==> src/source/spw_tx_cfg.svh <==
/* Character lengths count the parity and flag bits. Count widths are sized
   for the SpaceWire credit limit of 56 and at most 7 owed FCTs */
`ifndef SPW_TX_CFG_SVH
`define SPW_TX_CFG_SVH

// Character lengths in bits
`define SPW_LEN_CTRL 4
`define SPW_LEN_NULL 8
`define SPW_LEN_DATA 10
`define SPW_LEN_TIME 14

// Flow control, one received FCT grants eight N-chars
`define SPW_CREDIT_STEP 8
`define SPW_CREDIT_MAX 56
`define SPW_CREDIT_W 6

// Owed FCTs after reset
`define SPW_FCT_INIT 1
`define SPW_OWED_W 3

`endif

==> src/source/spw_tx_pkg.sv <==
/* Control codes go out least significant bit first. The user's end code
   is 0 for EOP and anything else for EEP */
`default_nettype none

package spw_tx_pkg;

	typedef enum logic [2:0] {
		K_NULL,
		K_FCT,
		K_EOP,
		K_EEP,
		K_DATA,
		K_TIME
	} char_kind_e;

	typedef enum logic [1:0] {
		LS_IDLE,
		LS_NULL,
		LS_NULL_FCT,
		LS_RUN
	} link_state_e;

	// N-char word as written by the user
	typedef struct packed {
		logic       flag;
		logic [7:0] value;
	} nchar_data_t;

	typedef struct packed {
		logic       flag;
		logic [5:0] pad;
		logic [1:0] code;
	} nchar_ctrl_t;

	typedef union packed {
		nchar_data_t data;
		nchar_ctrl_t ctrl;
	} nchar_u;

	localparam logic [1:0] CODE_FCT = 2'b00;
	localparam logic [1:0] CODE_EOP = 2'b01;
	localparam logic [1:0] CODE_EEP = 2'b10;
	localparam logic [1:0] CODE_ESC = 2'b11;

endpackage

`default_nettype wire

==> src/source/spw_char_if.sv <==
/* One character per load. need and load meet in the same cycle, so the
   serializer never waits for the scheduler */
`timescale 1ns/1ps
`default_nettype none

interface spw_char_if;

	spw_tx_pkg::char_kind_e kind;
	logic [8:0]             word;
	logic                   load;
	logic                   need;

	modport sched (
		output kind,
		output word,
		output load,
		input  need
	);

	// Serializer side
	modport ser (
		input  kind,
		input  word,
		input  load,
		output need
	);

endinterface

`default_nettype wire

==> src/source/spw_tx_sched.sv <==
/* txwrite_i and tickin_i are held with stable data until their accept pulse.
   gotfct_i and fct_req_i count once per cycle in which they are high */
`timescale 1ns/1ps
`default_nettype none
`include "spw_tx_cfg.svh"

module spw_tx_sched (
	input  wire                     pclk_tx,
	input  wire                     enable_tx,
	input  wire                     send_null_i,
	input  wire                     send_fct_i,
	input  wire                     gotfct_i,
	input  wire                     fct_req_i,
	input  wire                     txwrite_i,
	input  wire spw_tx_pkg::nchar_u data_i,
	input  wire                     tickin_i,
	input  wire [7:0]               time_i,
	output logic                    data_ack_o,
	output logic                    time_ack_o,
	spw_char_if.sched               ch
);

	spw_tx_pkg::link_state_e  state_q;
	spw_tx_pkg::link_state_e  state_d;
	logic [`SPW_CREDIT_W-1:0] credit_q;
	logic [`SPW_CREDIT_W:0]   credit_sum;
	logic [`SPW_OWED_W-1:0]   owed_q;
	logic                     fct_ld;

	// --------------------------------------------------------------------------
	// Link sequence
	always_comb
	begin
		state_d = state_q;
		case (state_q)
		spw_tx_pkg::LS_IDLE:     if (send_null_i) state_d = spw_tx_pkg::LS_NULL;
		spw_tx_pkg::LS_NULL:     if (send_fct_i) state_d = spw_tx_pkg::LS_NULL_FCT;
		spw_tx_pkg::LS_NULL_FCT: if (gotfct_i) state_d = spw_tx_pkg::LS_RUN;
		default:                 state_d = state_q;
		endcase
	end

	// --------------------------------------------------------------------------
	// Next character, chosen whenever the serializer asks
	always_comb
	begin
		ch.kind = spw_tx_pkg::K_NULL;
		ch.word = '0;
		ch.load = ch.need && (state_q != spw_tx_pkg::LS_IDLE);
		if (state_q == spw_tx_pkg::LS_NULL_FCT && owed_q != '0)
			ch.kind = spw_tx_pkg::K_FCT;
		else if (state_q == spw_tx_pkg::LS_RUN)
		begin
			if (tickin_i)
			begin
				ch.kind = spw_tx_pkg::K_TIME;
				ch.word = {1'b0, time_i};
			end
			else if (owed_q != '0)
				ch.kind = spw_tx_pkg::K_FCT;
			else if (txwrite_i && credit_q != '0)
			begin
				if (data_i.ctrl.flag)
				begin
					ch.word = data_i;
					if (data_i.ctrl.code == 2'd0)
						ch.kind = spw_tx_pkg::K_EOP;
					else
						ch.kind = spw_tx_pkg::K_EEP;
				end
				else
				begin
					ch.kind = spw_tx_pkg::K_DATA;
					ch.word = {1'b0, data_i.data.value};
				end
			end
		end
	end

	assign time_ack_o = ch.load && (ch.kind == spw_tx_pkg::K_TIME);
	assign fct_ld = ch.load && (ch.kind == spw_tx_pkg::K_FCT);
	assign data_ack_o = ch.load && (ch.kind == spw_tx_pkg::K_DATA ||
		ch.kind == spw_tx_pkg::K_EOP || ch.kind == spw_tx_pkg::K_EEP);

	// Credit saturates before the N-char of the same cycle is taken off
	always_comb
	begin
		credit_sum = {1'b0, credit_q};
		if (gotfct_i)
		begin
			credit_sum = credit_sum + (`SPW_CREDIT_W + 1)'(`SPW_CREDIT_STEP);
			if (credit_sum > (`SPW_CREDIT_W + 1)'(`SPW_CREDIT_MAX))
				credit_sum = (`SPW_CREDIT_W + 1)'(`SPW_CREDIT_MAX);
		end
		if (data_ack_o)
			credit_sum = credit_sum - 1'b1;
	end

	always_ff @(posedge pclk_tx or negedge enable_tx)
	begin
		if (!enable_tx)
		begin
			state_q  <= spw_tx_pkg::LS_IDLE;
			credit_q <= '0;
			owed_q   <= `SPW_OWED_W'(`SPW_FCT_INIT);
		end
		else
		begin
			state_q  <= state_d;
			credit_q <= credit_sum[`SPW_CREDIT_W-1:0];
			owed_q   <= owed_q + `SPW_OWED_W'(fct_req_i) - `SPW_OWED_W'(fct_ld);
		end
	end

endmodule

`default_nettype wire

==> src/source/spw_tx_serializer.sv <==
/* One bit per pclk_tx cycle, least significant first. The first parity bit
   after reset is taken against a previous payload of zero */
`timescale 1ns/1ps
`default_nettype none
`include "spw_tx_cfg.svh"

module spw_tx_serializer (
	input  wire     pclk_tx,
	input  wire     enable_tx,
	spw_char_if.ser ch,
	output logic    d_o,
	output logic    s_o
);

	logic [13:0] vec;
	logic [12:0] sr_q;
	logic [3:0]  cnt_q;
	logic [3:0]  len;
	logic [1:0]  code;
	logic        first_flag;
	logic        p1;
	logic        pay_par;
	logic        par_q;
	logic        take;
	logic        nb;

	// --------------------------------------------------------------------------
	// Character build, bit 0 leaves first
	always_comb
	begin
		first_flag = (ch.kind != spw_tx_pkg::K_DATA);
		p1 = ~(par_q ^ first_flag);
		case (ch.kind)
		spw_tx_pkg::K_EOP: code = spw_tx_pkg::CODE_EOP;
		spw_tx_pkg::K_EEP: code = spw_tx_pkg::CODE_EEP;
		default:           code = spw_tx_pkg::CODE_FCT;
		endcase

		vec = {10'b0, code[1], code[0], 1'b1, p1};
		len = 4'(`SPW_LEN_CTRL);
		pay_par = ^code;
		case (ch.kind)
		spw_tx_pkg::K_NULL:
		begin
			// ESC then FCT, inner parity covers the ESC code
			vec = {6'b0, code[1], code[0], 1'b1, ~(^spw_tx_pkg::CODE_ESC ^ 1'b1),
				spw_tx_pkg::CODE_ESC[1], spw_tx_pkg::CODE_ESC[0], 1'b1, p1};
			len = 4'(`SPW_LEN_NULL);
		end
		spw_tx_pkg::K_DATA:
		begin
			vec = {4'b0, ch.word[7:0], 1'b0, p1};
			len = 4'(`SPW_LEN_DATA);
			pay_par = ^ch.word[7:0];
		end
		spw_tx_pkg::K_TIME:
		begin
			vec = {ch.word[7:0], 1'b0, ~(^spw_tx_pkg::CODE_ESC),
				spw_tx_pkg::CODE_ESC[1], spw_tx_pkg::CODE_ESC[0], 1'b1, p1};
			len = 4'(`SPW_LEN_TIME);
			pay_par = ^ch.word[7:0];
		end
		default:
		begin
			len = 4'(`SPW_LEN_CTRL);
		end
		endcase
	end

	// Last bit on the line or nothing loaded
	assign ch.need = (cnt_q == 4'd0);
	assign take = ch.need && ch.load;
	assign nb = take ? vec[0] : sr_q[0];

	// --------------------------------------------------------------------------
	// DS encoder and bit count
	always_ff @(posedge pclk_tx or negedge enable_tx)
	begin
		if (!enable_tx)
		begin
			d_o   <= 1'b0;
			s_o   <= 1'b0;
			cnt_q <= 4'd0;
			par_q <= 1'b0;
		end
		else
		begin
			if (take || cnt_q != 4'd0)
			begin
				d_o <= nb;
				s_o <= s_o ^ (nb == d_o);
			end
			if (take)
			begin
				cnt_q <= len - 4'd1;
				par_q <= pay_par;
			end
			else if (cnt_q != 4'd0)
				cnt_q <= cnt_q - 4'd1;
		end
	end

	always_ff @(posedge pclk_tx)
	begin
		if (take)
			sr_q <= vec[13:1];
		else
			sr_q <= {1'b0, sr_q[12:1]};
	end

endmodule

`default_nettype wire

==> src/source/spw_tx.sv <==
/* SpaceWire transmitter on a single clock. Outputs stay low while enable_tx
   is low and until send_null_i starts the link */
`timescale 1ns/1ps
`default_nettype none

module spw_tx (
	input  wire                     pclk_tx,
	input  wire                     enable_tx,
	input  wire                     send_null_i,
	input  wire                     send_fct_i,
	input  wire                     gotfct_i,
	input  wire                     fct_req_i,
	input  wire                     txwrite_i,
	input  wire spw_tx_pkg::nchar_u data_i,
	input  wire                     tickin_i,
	input  wire [7:0]               time_i,
	output wire                     d_o,
	output wire                     s_o,
	output wire                     data_ack_o,
	output wire                     time_ack_o
);

	spw_char_if i_char_if ();

	// Character scheduler
	spw_tx_sched i_sched (
		.pclk_tx     (pclk_tx),
		.enable_tx   (enable_tx),
		.send_null_i (send_null_i),
		.send_fct_i  (send_fct_i),
		.gotfct_i    (gotfct_i),
		.fct_req_i   (fct_req_i),
		.txwrite_i   (txwrite_i),
		.data_i      (data_i),
		.tickin_i    (tickin_i),
		.time_i      (time_i),
		.data_ack_o  (data_ack_o),
		.time_ack_o  (time_ack_o),
		.ch          (i_char_if.sched)
	);

	// Serializer and DS pair
	spw_tx_serializer i_ser (
		.pclk_tx   (pclk_tx),
		.enable_tx (enable_tx),
		.ch        (i_char_if.ser),
		.d_o       (d_o),
		.s_o       (s_o)
	);

endmodule

`default_nettype wire

==> config.mk <==
export PLATFORM = sky130hd
export DESIGN_NAME = spw_tx
export DESIGN_NICKNAME = d
export VERILOG_FILES = /design/src/source/spw_tx_pkg.sv /design/src/source/spw_char_if.sv /design/src/source/spw_tx_sched.sv /design/src/source/spw_tx_serializer.sv /design/src/source/spw_tx.sv
export VERILOG_INCLUDE_DIRS = /design/src /design/src/source
export SDC_FILE = /design/constraint.sdc
export NUM_CORES = 1
export LEC_CHECK = 0
export ABC_AREA = 1
export BUFFER_PORTS_ARGS = -buffer_cell sky130_fd_sc_hd__buf_4
export CAP_MARGIN = 20
export CORE_UTILIZATION = 30
export CTS_BUF_LIST = sky130_fd_sc_hd__clkbuf_4 sky130_fd_sc_hd__clkbuf_8 sky130_fd_sc_hd__clkbuf_16
export CTS_CLUSTER_DIAMETER = 80
export CTS_CLUSTER_SIZE = 20
export DETAILED_ROUTE_END_ITERATION = 12
export SLEW_MARGIN = 20
export SYNTH_ARGS = -nofsm -noshare
export SYNTH_HDL_FRONTEND = slang
export SYNTH_SLANG_ARGS = --single-unit
==> constraint.sdc <==
create_clock -name pclk_tx -period 5.7 [get_ports pclk_tx]
set_input_delay 0 -clock pclk_tx [delete_from_list [all_inputs] [get_ports pclk_tx]]
set_output_delay 0 -clock pclk_tx [all_outputs]
set_load 0.02 [all_outputs]
---- Yosys cells after proc, flatten, opt, wreduce, memory -nomap -nowiden ----
Index checks and enable logic that the tools add are counted.
operators by class
  add/sub/neg operators ................... 6
  $lt $le $gt $ge ......................... 1
  equality and inequality tests ........... 13
  mux-type cells .......................... 27
  bitwise operators ....................... 3
  reductions and logical operators ........ 24
operators with widths
  operator                                                                         count
  14-bit one-hot mux with 3 select lines                                           1
  8-bit two-way mux                                                                5
  3-bit two-way mux                                                                6
  6-bit two-way mux                                                                3
  12-bit two-way mux                                                               1
  4-bit one-hot mux with 3 select lines                                            1
  4-bit two-way mux                                                                2
  8-bit XOR reduction                                                              1
  4-bit by 1-bit subtractor with 4-bit output, second input constant               2
  6-bit by 4-bit adder with 7-bit output, second input constant                    1
  7-bit by 6-bit greater-than comparator with 1-bit output, second input constant  1
  1-bit logical AND                                                                7
  3-bit by 2-bit equality test with 1-bit output, second input constant            2
  3-bit equality test, second input constant                                       2
  2-bit two-way mux                                                                3
  2-bit != test, second input constant                                             3
  2-bit one-hot mux with 3 select lines                                            1
  3-bit nonzero test                                                               2
  6-bit nonzero test                                                               1
  6-bit by 1-bit subtractor with 6-bit output, second input constant               1
  2-bit equality test, second input constant                                       2
  2-bit logical NOT                                                                2
  4-bit logical NOT                                                                1
  2-bit one-hot mux with 2 select lines                                            1
  other kinds (16)                                                                 22
word-level totals
  flip-flop bits (word level) ............. 31

---- Logic depth before layout (Yosys ltp) ----
Gate-level depths: netlist (run 1).
  depth after elaboration ................. 15
  gate-level depth with buffers ........... 16

---- Cells and area by module ----
From an unflattened synthesis (run 1), not the netlist that was laid out.
second synthesis, totals
  cell total of the unflattened synthesis .. 291
  area, all modules ....................... 2094.5 µm²
modules (own cells, without submodules)
  module             times used  cells each  area each (µm²)  sequential area each (µm²)
  spw_tx_sched       1           154         1061.0           276.5
  spw_tx_serializer  1           137         1033.5           435.4

---- Least setup slack after synthesis (run 1) ----
Ideal clock, no wire load.
  kind .................................... register -> register
  start ................................... reg i_sched.owed_q[0]
  end ..................................... reg i_sched.owed_q[2]
  arrival ................................. 2391 ps
  slack ................................... 3187 ps
  stages on the path, launching flop included .. 17
  buffers on the path ..................... 0
  clock period less this slack ............ 2513 ps
  cell sequence ........................... dfstp_2 clkinv_1 nand2_4 nand2_4 inv_2 nor2_8 inv_2 a21oi_4 inv_2 nand2_1 nor2_1 ha_1 inv_1 ha_1 inv_1 fa_1 xnor2_1
on the way
  cells in the longest elaborated chain, start to end .. 8
RTL lines
  what                                            line                                    text
  from (decl)                                     spw_tx_sched.sv:27                      logic [`SPW_OWED_W-1:0] owed_q;
  from (signal assigned)                          spw_tx_sched.sv:105                     owed_q <= `SPW_OWED_W'(`SPW_FCT_INIT);
  from (signal assigned)                          spw_tx_sched.sv:111                     owed_q <= owed_q + `SPW_OWED_W'(fct_req_i) - `SPW_OWED_W'(fct_ld);
  3-bit nonzero test                              spw_tx_sched.sv:50, spw_tx_sched.sv:59
  3-bit two-way mux                               spw_tx_sched.sv:59                      else if (owed_q != '0)
  3-bit two-way mux                               spw_tx_sched.sv:54                      if (tickin_i)
  3-bit two-way mux                               spw_tx_sched.sv:52                      else if (state_q == spw_tx_pkg::LS_RUN)
  3-bit two-way mux                               spw_tx_sched.sv:50                      if (state_q == spw_tx_pkg::LS_NULL_FCT && owed_q != '0)
  3-bit by 1-bit equality test with 1-bit output  spw_tx_sched.sv:81                      assign fct_ld = ch.load && (ch.kind == spw_tx_pkg::K_FCT);
  1-bit logical AND                               spw_tx_sched.sv:81
  3-bit by 1-bit subtractor with 3-bit output *   spw_tx_sched.sv:111
Mark *: on every way between the ends. The rest lies on a longest branch, timed or not.
A chain may end at the register's enable or synchronous reset.

---- Final worst setup path (run 1) ----
Ends and elaborated chain as after synthesis.

==> impl_metrics.json, run 1 <==
{
  "outcome": "finished, final reports clean",
  "drt-total-wl_um": 4700,
  "antenna_found_initial": 0,
  "postSynthAreaPerCell_um2": 7.24,
  "die_h_um": 87.6,
  "cts_buffer_depth": 2,
  "clock_sinks": 31,
  "place_congestion": 0.793,
  "vias": 1946,
  "crit_type": "reg2reg",
  "track_usage": 0.138,
  "layout_commonest_cell": "nand2_1",
  "total_power_mw": 1.13,
  "crit_arrival_ps": 2950,
  "grt_max_degree": 19,
  "finalSetupViolCount": 0,
  "ys_seq_area_frac": 0.324,
  "num_rows": 30,
  "drv_slew": 0,
  "crit_family": "adder cells",
  "slowest_delay_ps": 520,
  "area_growth_pct": 19.6,
  "hpwlAfterDp_um": 3640,
  "rsz0062_at_grt": "false",
  "cts-root-buf": "clkbuf_8",
  "fmax_mhz": 360,
  "drv_cap": 0,
  "remaining_drc_errors": 0,
  "worst_pin_slew_ps": 766,
  "worstHoldStart": "gotfct_i",
  "cts_tree": "yes",
  "n_antenna_cell": 0,
  "vdd_drop_max_mv": 0.143,
  "final_cells": 433,
  "ys_warn_count": 0,
  "die_width_um": 87.6,
  "die_area_mm2": 0.00768,
  "crit_path_frequent_cell": "inv_2",
  "syn_inst": 304,
  "critical_path_buf_inv_count": 6,
  "final_nets": 372,
  "syn_area_mm2": 0.00220,
  "reg2reg_from": "i_sched.owed_q[0]",
  "reg2reg_depth": 16,
  "cpMaxStageDelayCell": "dfstp_2",
  "grt-ovfl-total": 0,
  "num-fill-cells": 756,
  "cts_resized": 0,
  "start_kind": "flip-flop",
  "hold_depth": 4,
  "dr.first_iter.drc_count": 68,
  "ios": 29,
  "crit_start": "i_sched.owed_q[0]",
  "initial_utilization": 0.317,
  "yosysUniqueCellTypes": 39,
  "dpl.cell_count": 423,
  "finClkSkew_ps": 5.65,
  "max-slew-margin-rel": 0.487,
  "layout_min_cycle_time_ps": 2780,
  "firstDrtPassIters": 4,
  "worstPathRequired_ps": 5880,
  "cp-end-kind": "flip-flop",
  "worstPathCellList": "clkinv_1 > nand2_4 > nand2_4 > inv_2 > nor2_8 > inv_2 > a21oi_4 > inv_2 > nand2_1 > nor2_1 > ha_1 > inv_1 > ha_1 > inv_1 > fa_1 > xnor2_1",
  "period_share": 0.487,
  "critPathMaxFanout": 16,
  "yosys_register_bits": 31,
  "rrSetupSlack_ps": 2920,
  "power_density_mw_per_mm2": 430,
  "hold_viol_final": 0,
  "portBuffers": 28,
  "drtAntennaViolNets": 0,
  "tns_ps": 0,
  "cts-buffers-inserted": 5,
  "path_depth": 16,
  "h-tree-depth": 2,
  "routed_via_density": 4.49,
  "synth_fp_nets": 340,
  "leakage_nw": 1.30,
  "layout-drive-gt1-share": 0.217,
  "clk_latency_ps": 280,
  "first_global_vias": 1935,
  "grt_pass1_wl_um": 8260,
  "hold_path.class": "in2reg",
  "wl_per_cell_um": 10.8,
  "core_area_mm2": 0.00694,
  "cts.clk_slew.worst_paths_ps": 70,
  "layout_common_cells": "nand2_1 (80), inv_1 (38), nor2_1 (28), buf_4 (28), nand3_1 (23)"
}
## kinds of logic (layout without fill, tap and decap cells)
family,after synthesis,count (layout),synth area share
compound gates,37,37,0.111
xor+xnor,7,7,0.0279
fa+ha+maj,11,11,0.0660
buf+inv,53,86,0.0990
flops,31,31,0.324
mux,1,1,0.00512
simple gates,164,164,0.367
## registers in the layout, indices dropped and copies added, names as in the netlist
register          count
i_ser.par_q           1
i_ser.sr_q           13
i_sched.credit_q      6
i_ser.cnt_q           4
i_ser.s_o             1
i_sched.owed_q        3
i_ser.d_o             1
i_sched.state_q       2
## metal layers
metal | GRT usage | wire (um)
met1 | 0.172 | 2320
met3 | 0.0283 | 131
met4 | 0.0402 | 48
met2 | 0.239 | 2200
met5 | 0 | 0
## tightest hold or removal path: cells and delay by family
family	cells	cell delay (ps)
AND/OR/NAND/NOR	2	140
buffers and inverters	1	100
XOR/XNOR	1	70
## cell type report
| class | count | area, um2 | share of cell area |
|---|---|---|---|
| sequential | 31 | 712 | 0.271 |
| clock inverter | 2 | 35.0 | 0.0133 |
| timing repair buffer | 30 | 230 | 0.0875 |
| tap | 96 | 120 | 0.0457 |
| inverter | 48 | 180 | 0.0685 |
| multi-input combinational | 220 | 1270 | 0.483 |
| clock buffer | 6 | 82.6 | 0.0314 |
## worst paths after layout
path	end
setup / recovery	i_sched.owed_q[2]
hold / removal	i_sched.credit_q[5]
setup reg to reg	i_sched.owed_q[2]
hold reg to reg	i_ser.sr_q[11]
max in group asynchronous	i_sched.owed_q[0]
min in group asynchronous	i_sched.credit_q[3]
## power by group
part           internal [mW]  leakage (nW)  switching, mW  total [mW]
clock network          0.141        0.0612         0.0870       0.228
logic                  0.213         0.920          0.345       0.559
registers              0.288         0.322         0.0556       0.344
## cells in the mapped netlist, drive strengths merged
master,number,share of area
dfstp,1,0.012
nor3,1,0.0023
nor2,36,0.092
ha,10,0.057
o32ai,1,0.0040
clkbuf,2,0.0034
xor2,2,0.0080
dfxtp,13,0.12
fa,1,0.0091
dfrtp,17,0.19
mux2,1,0.0051
a21oi,7,0.026
xnor2,5,0.020
buf,3,0.014
nand3b,2,0.0068
o221ai,1,0.0040
nor4,1,0.0028
o22ai,4,0.011
nand4,10,0.035
o22a,2,0.0080
clkinv,1,0.0017
or2,2,0.0057
inv,47,0.080
nand3,25,0.061
o211ai,1,0.0034
o21ai,21,0.055
nand2,87,0.16
## metrics by stage
step / util / instance area, um2 / worst slack, ps / hold slack (ps)
after floorplan: - / 2200 / 3190 / -296
after global placement: 0.359 / 2490 / 2960 / -115
after detailed placement: 0.359 / 2490 / 2920 / -111
after CTS: 0.379 / 2630 / 2900 / 58.1
after global routing: 0.379 / 2630 / 2720 / 99.9
final: 0.379 / 2630 / 2920 / 61.0
## repair_timing
action                    CTS  global route
buffers inserted            0             0
hold buffers                2             0
hold endpoints to repair   19             0
Power figures use the tool's default switching activity.
==> run 2, diff against run 1 <==
Clock period 5.7 ns to 2.9 ns, I/O delays scaled along.
==> impl_metrics.json, run 2 (synthesized netlist as in run 1, its figures left out) <==
{
  "cts-root-buf": "clkbuf_8",
  "grt_pass1_wl_um": 8190,
  "crit_arrival_ps": 2710,
  "cts.clk_slew.worst_paths_ps": 70,
  "hold_viol_final": 0,
  "path_depth": 16,
  "hold_depth": 4,
  "top_register": "i_ser.sr_q",
  "cpMaxStageDelayCell": "dfrtp_1",
  "crit_family": "adder cells",
  "crit_start": "i_sched.owed_q[1]",
  "drt-total-wl_um": 4730,
  "layout_commonest_cell": "nand2_1",
  "worstPathRequired_ps": 3080,
  "reg2reg_from": "i_sched.owed_q[1]",
  "slowest_delay_ps": 480,
  "vias": 1966,
  "critical_path_buf_inv_count": 5,
  "drtAntennaViolNets": 0,
  "whs_ps": 64.3,
  "antenna_found_initial": 0,
  "period_share": 0.874,
  "crit_path_frequent_cell": "inv_2",
  "h-tree-depth": 2,
  "tns_ps": 0,
  "worst_pin_slew_ps": 517,
  "layout_min_cycle_time_ps": 2530,
  "drv_slew": 0,
  "num-fill-cells": 738,
  "die_h_um": 87.6,
  "regArea_um2": 712,
  "wl_per_cell_um": 10.8,
  "power_density_mw_per_mm2": 832,
  "drv_cap": 0,
  "worstPathCellList": "nor2_8 > nand2_4 > nand2_4 > inv_2 > nor2_8 > inv_2 > a21oi_4 > inv_2 > nand2_1 > nor2_1 > ha_1 > inv_1 > ha_1 > inv_1 > fa_1 > xnor2_1",
  "leakage_nw": 1.32,
  "final_nets": 377,
  "vdd_drop_max_mv": 0.290,
  "die_width_um": 87.6,
  "portBuffers": 28,
  "crit_type": "reg2reg",
  "finClkSkew_ps": 8.66,
  "n_antenna_cell": 0,
  "layout_common_cells": "nand2_1 (80), inv_1 (38), buf_4 (33), nor2_1 (28), nand3_1 (23)",
  "track_usage": 0.137,
  "outcome": "finished, final reports clean",
  "routed_via_density": 4.49,
  "core_area_mm2": 0.00694,
  "first_global_vias": 1933,
  "clock_sinks": 31,
  "fmax_mhz": 395,
  "start_kind": "flip-flop",
  "multi_input_area_mm2": 0.00127,
  "cts_tree": "yes",
  "remaining_drc_errors": 0,
  "firstDrtPassIters": 4,
  "finalSetupViolCount": 0,
  "clk_latency_ps": 290,
  "hpwlAfterDp_um": 3750,
  "place_congestion": 0.795,
  "hold_path.class": "in2reg",
  "critPathMaxFanout": 9,
  "cts-buffers-inserted": 5,
  "largest_reg_flops": 13,
  "num_rows": 30,
  "worstHoldStart": "gotfct_i",
  "grt_max_degree": 19,
  "area_growth_pct": 20.3,
  "reg.largest.list": "i_ser.sr_q: 13 flops, i_sched.credit_q: 6 flops, i_ser.cnt_q: 4 flops",
  "cts_buffer_depth": 2,
  "reg2reg_depth": 16,
  "ios": 29,
  "initial_utilization": 0.317,
  "max-slew-margin-rel": 0.652,
  "dr.first_iter.drc_count": 86,
  "layout-drive-gt1-share": 0.228,
  "cp-end-kind": "flip-flop",
  "die_area_mm2": 0.00768,
  "grt-ovfl-total": 0,
  "rsz0062_at_grt": "false"
}
[run 2: cell count changes in the layout (fill, tap and decap cells not counted)]
cell       delta
bufinv_16     -1
clkbuf_4      +1
buf_4         +5
[run 2: final timing paths]
| kind | endpoint | slack, ps |
|---|---|---|
| worst max-delay path | i_sched.owed_q[2] | 370 |
| worst min-delay path | i_sched.credit_q[5] | 60 |
| worst max register to register | i_sched.owed_q[2] | 370 |
| worst min register to register | i_ser.sr_q[5] | 430 |
| max in group asynchronous | i_sched.owed_q[0] | 2520 |
| min in group asynchronous | i_sched.credit_q[3] | 110 |
[run 2: what timing repair did]
item,4_1_cts,5_1_grt
setup buffers,0,0
resized for setup,0,0
hold buffers,2,0
setup endpoints to repair,0,0
hold endpoints to repair,19,0
[run 2: layer usage]
metal	up-vias	GRT usage	routed length, um	part of all wire
met4	0	0.0373	63	0.013
met5	-	0	0	0
li1	1048	-	-	-
met2	31	0.233	2140	0.45
met3	8	0.0434	183	0.039
met1	879	0.166	2350	0.50
[run 2: report_power, final]
group / internal, mW / leakage (nW) / total, mW / switching, mW
clock: 0.201 / 0.0517 / 0.362 / 0.162
combinational: 0.467 / 0.945 / 1.16 / 0.693
sequential: 0.567 / 0.322 / 0.678 / 0.110
[run 2: tightest hold or removal path, cell delays in order]
cell,delay [ps]
buf_4,100
nand2_1,50
nand3_1,80
xnor2_1,70
[run 2: final cells by class]
| class | instances | share of cell area |
|---|---|---|
| clock buffers | 7 | 0.0341 |
| clock inverters | 1 | 0.00189 |
| inverters | 48 | 0.0681 |
| multi-input cells | 220 | 0.480 |
| flip-flops and latches | 31 | 0.269 |
| well taps | 96 | 0.0454 |
| repair buffers | 35 | 0.101 |
[run 2: through the flow]
| stage | total power, mW | instances | util | setup WS, ps | instance area [um2] |
|---|---|---|---|---|---|
| 2_1_floorplan | 1.58 | 304 | - | 387 | 2200 |
| 3_3_place_gp | 1.82 | 428 | 0.364 | 418 | 2530 |
| 3_5_place_dp | 1.85 | 428 | 0.364 | 338 | 2530 |
| 4_1_cts | 2.22 | 438 | 0.381 | 325 | 2650 |
| 5_1_grt | 2.43 | 438 | 0.381 | 161 | 2650 |
| 6_report | 2.20 | 438 | 0.381 | 365 | 2650 |
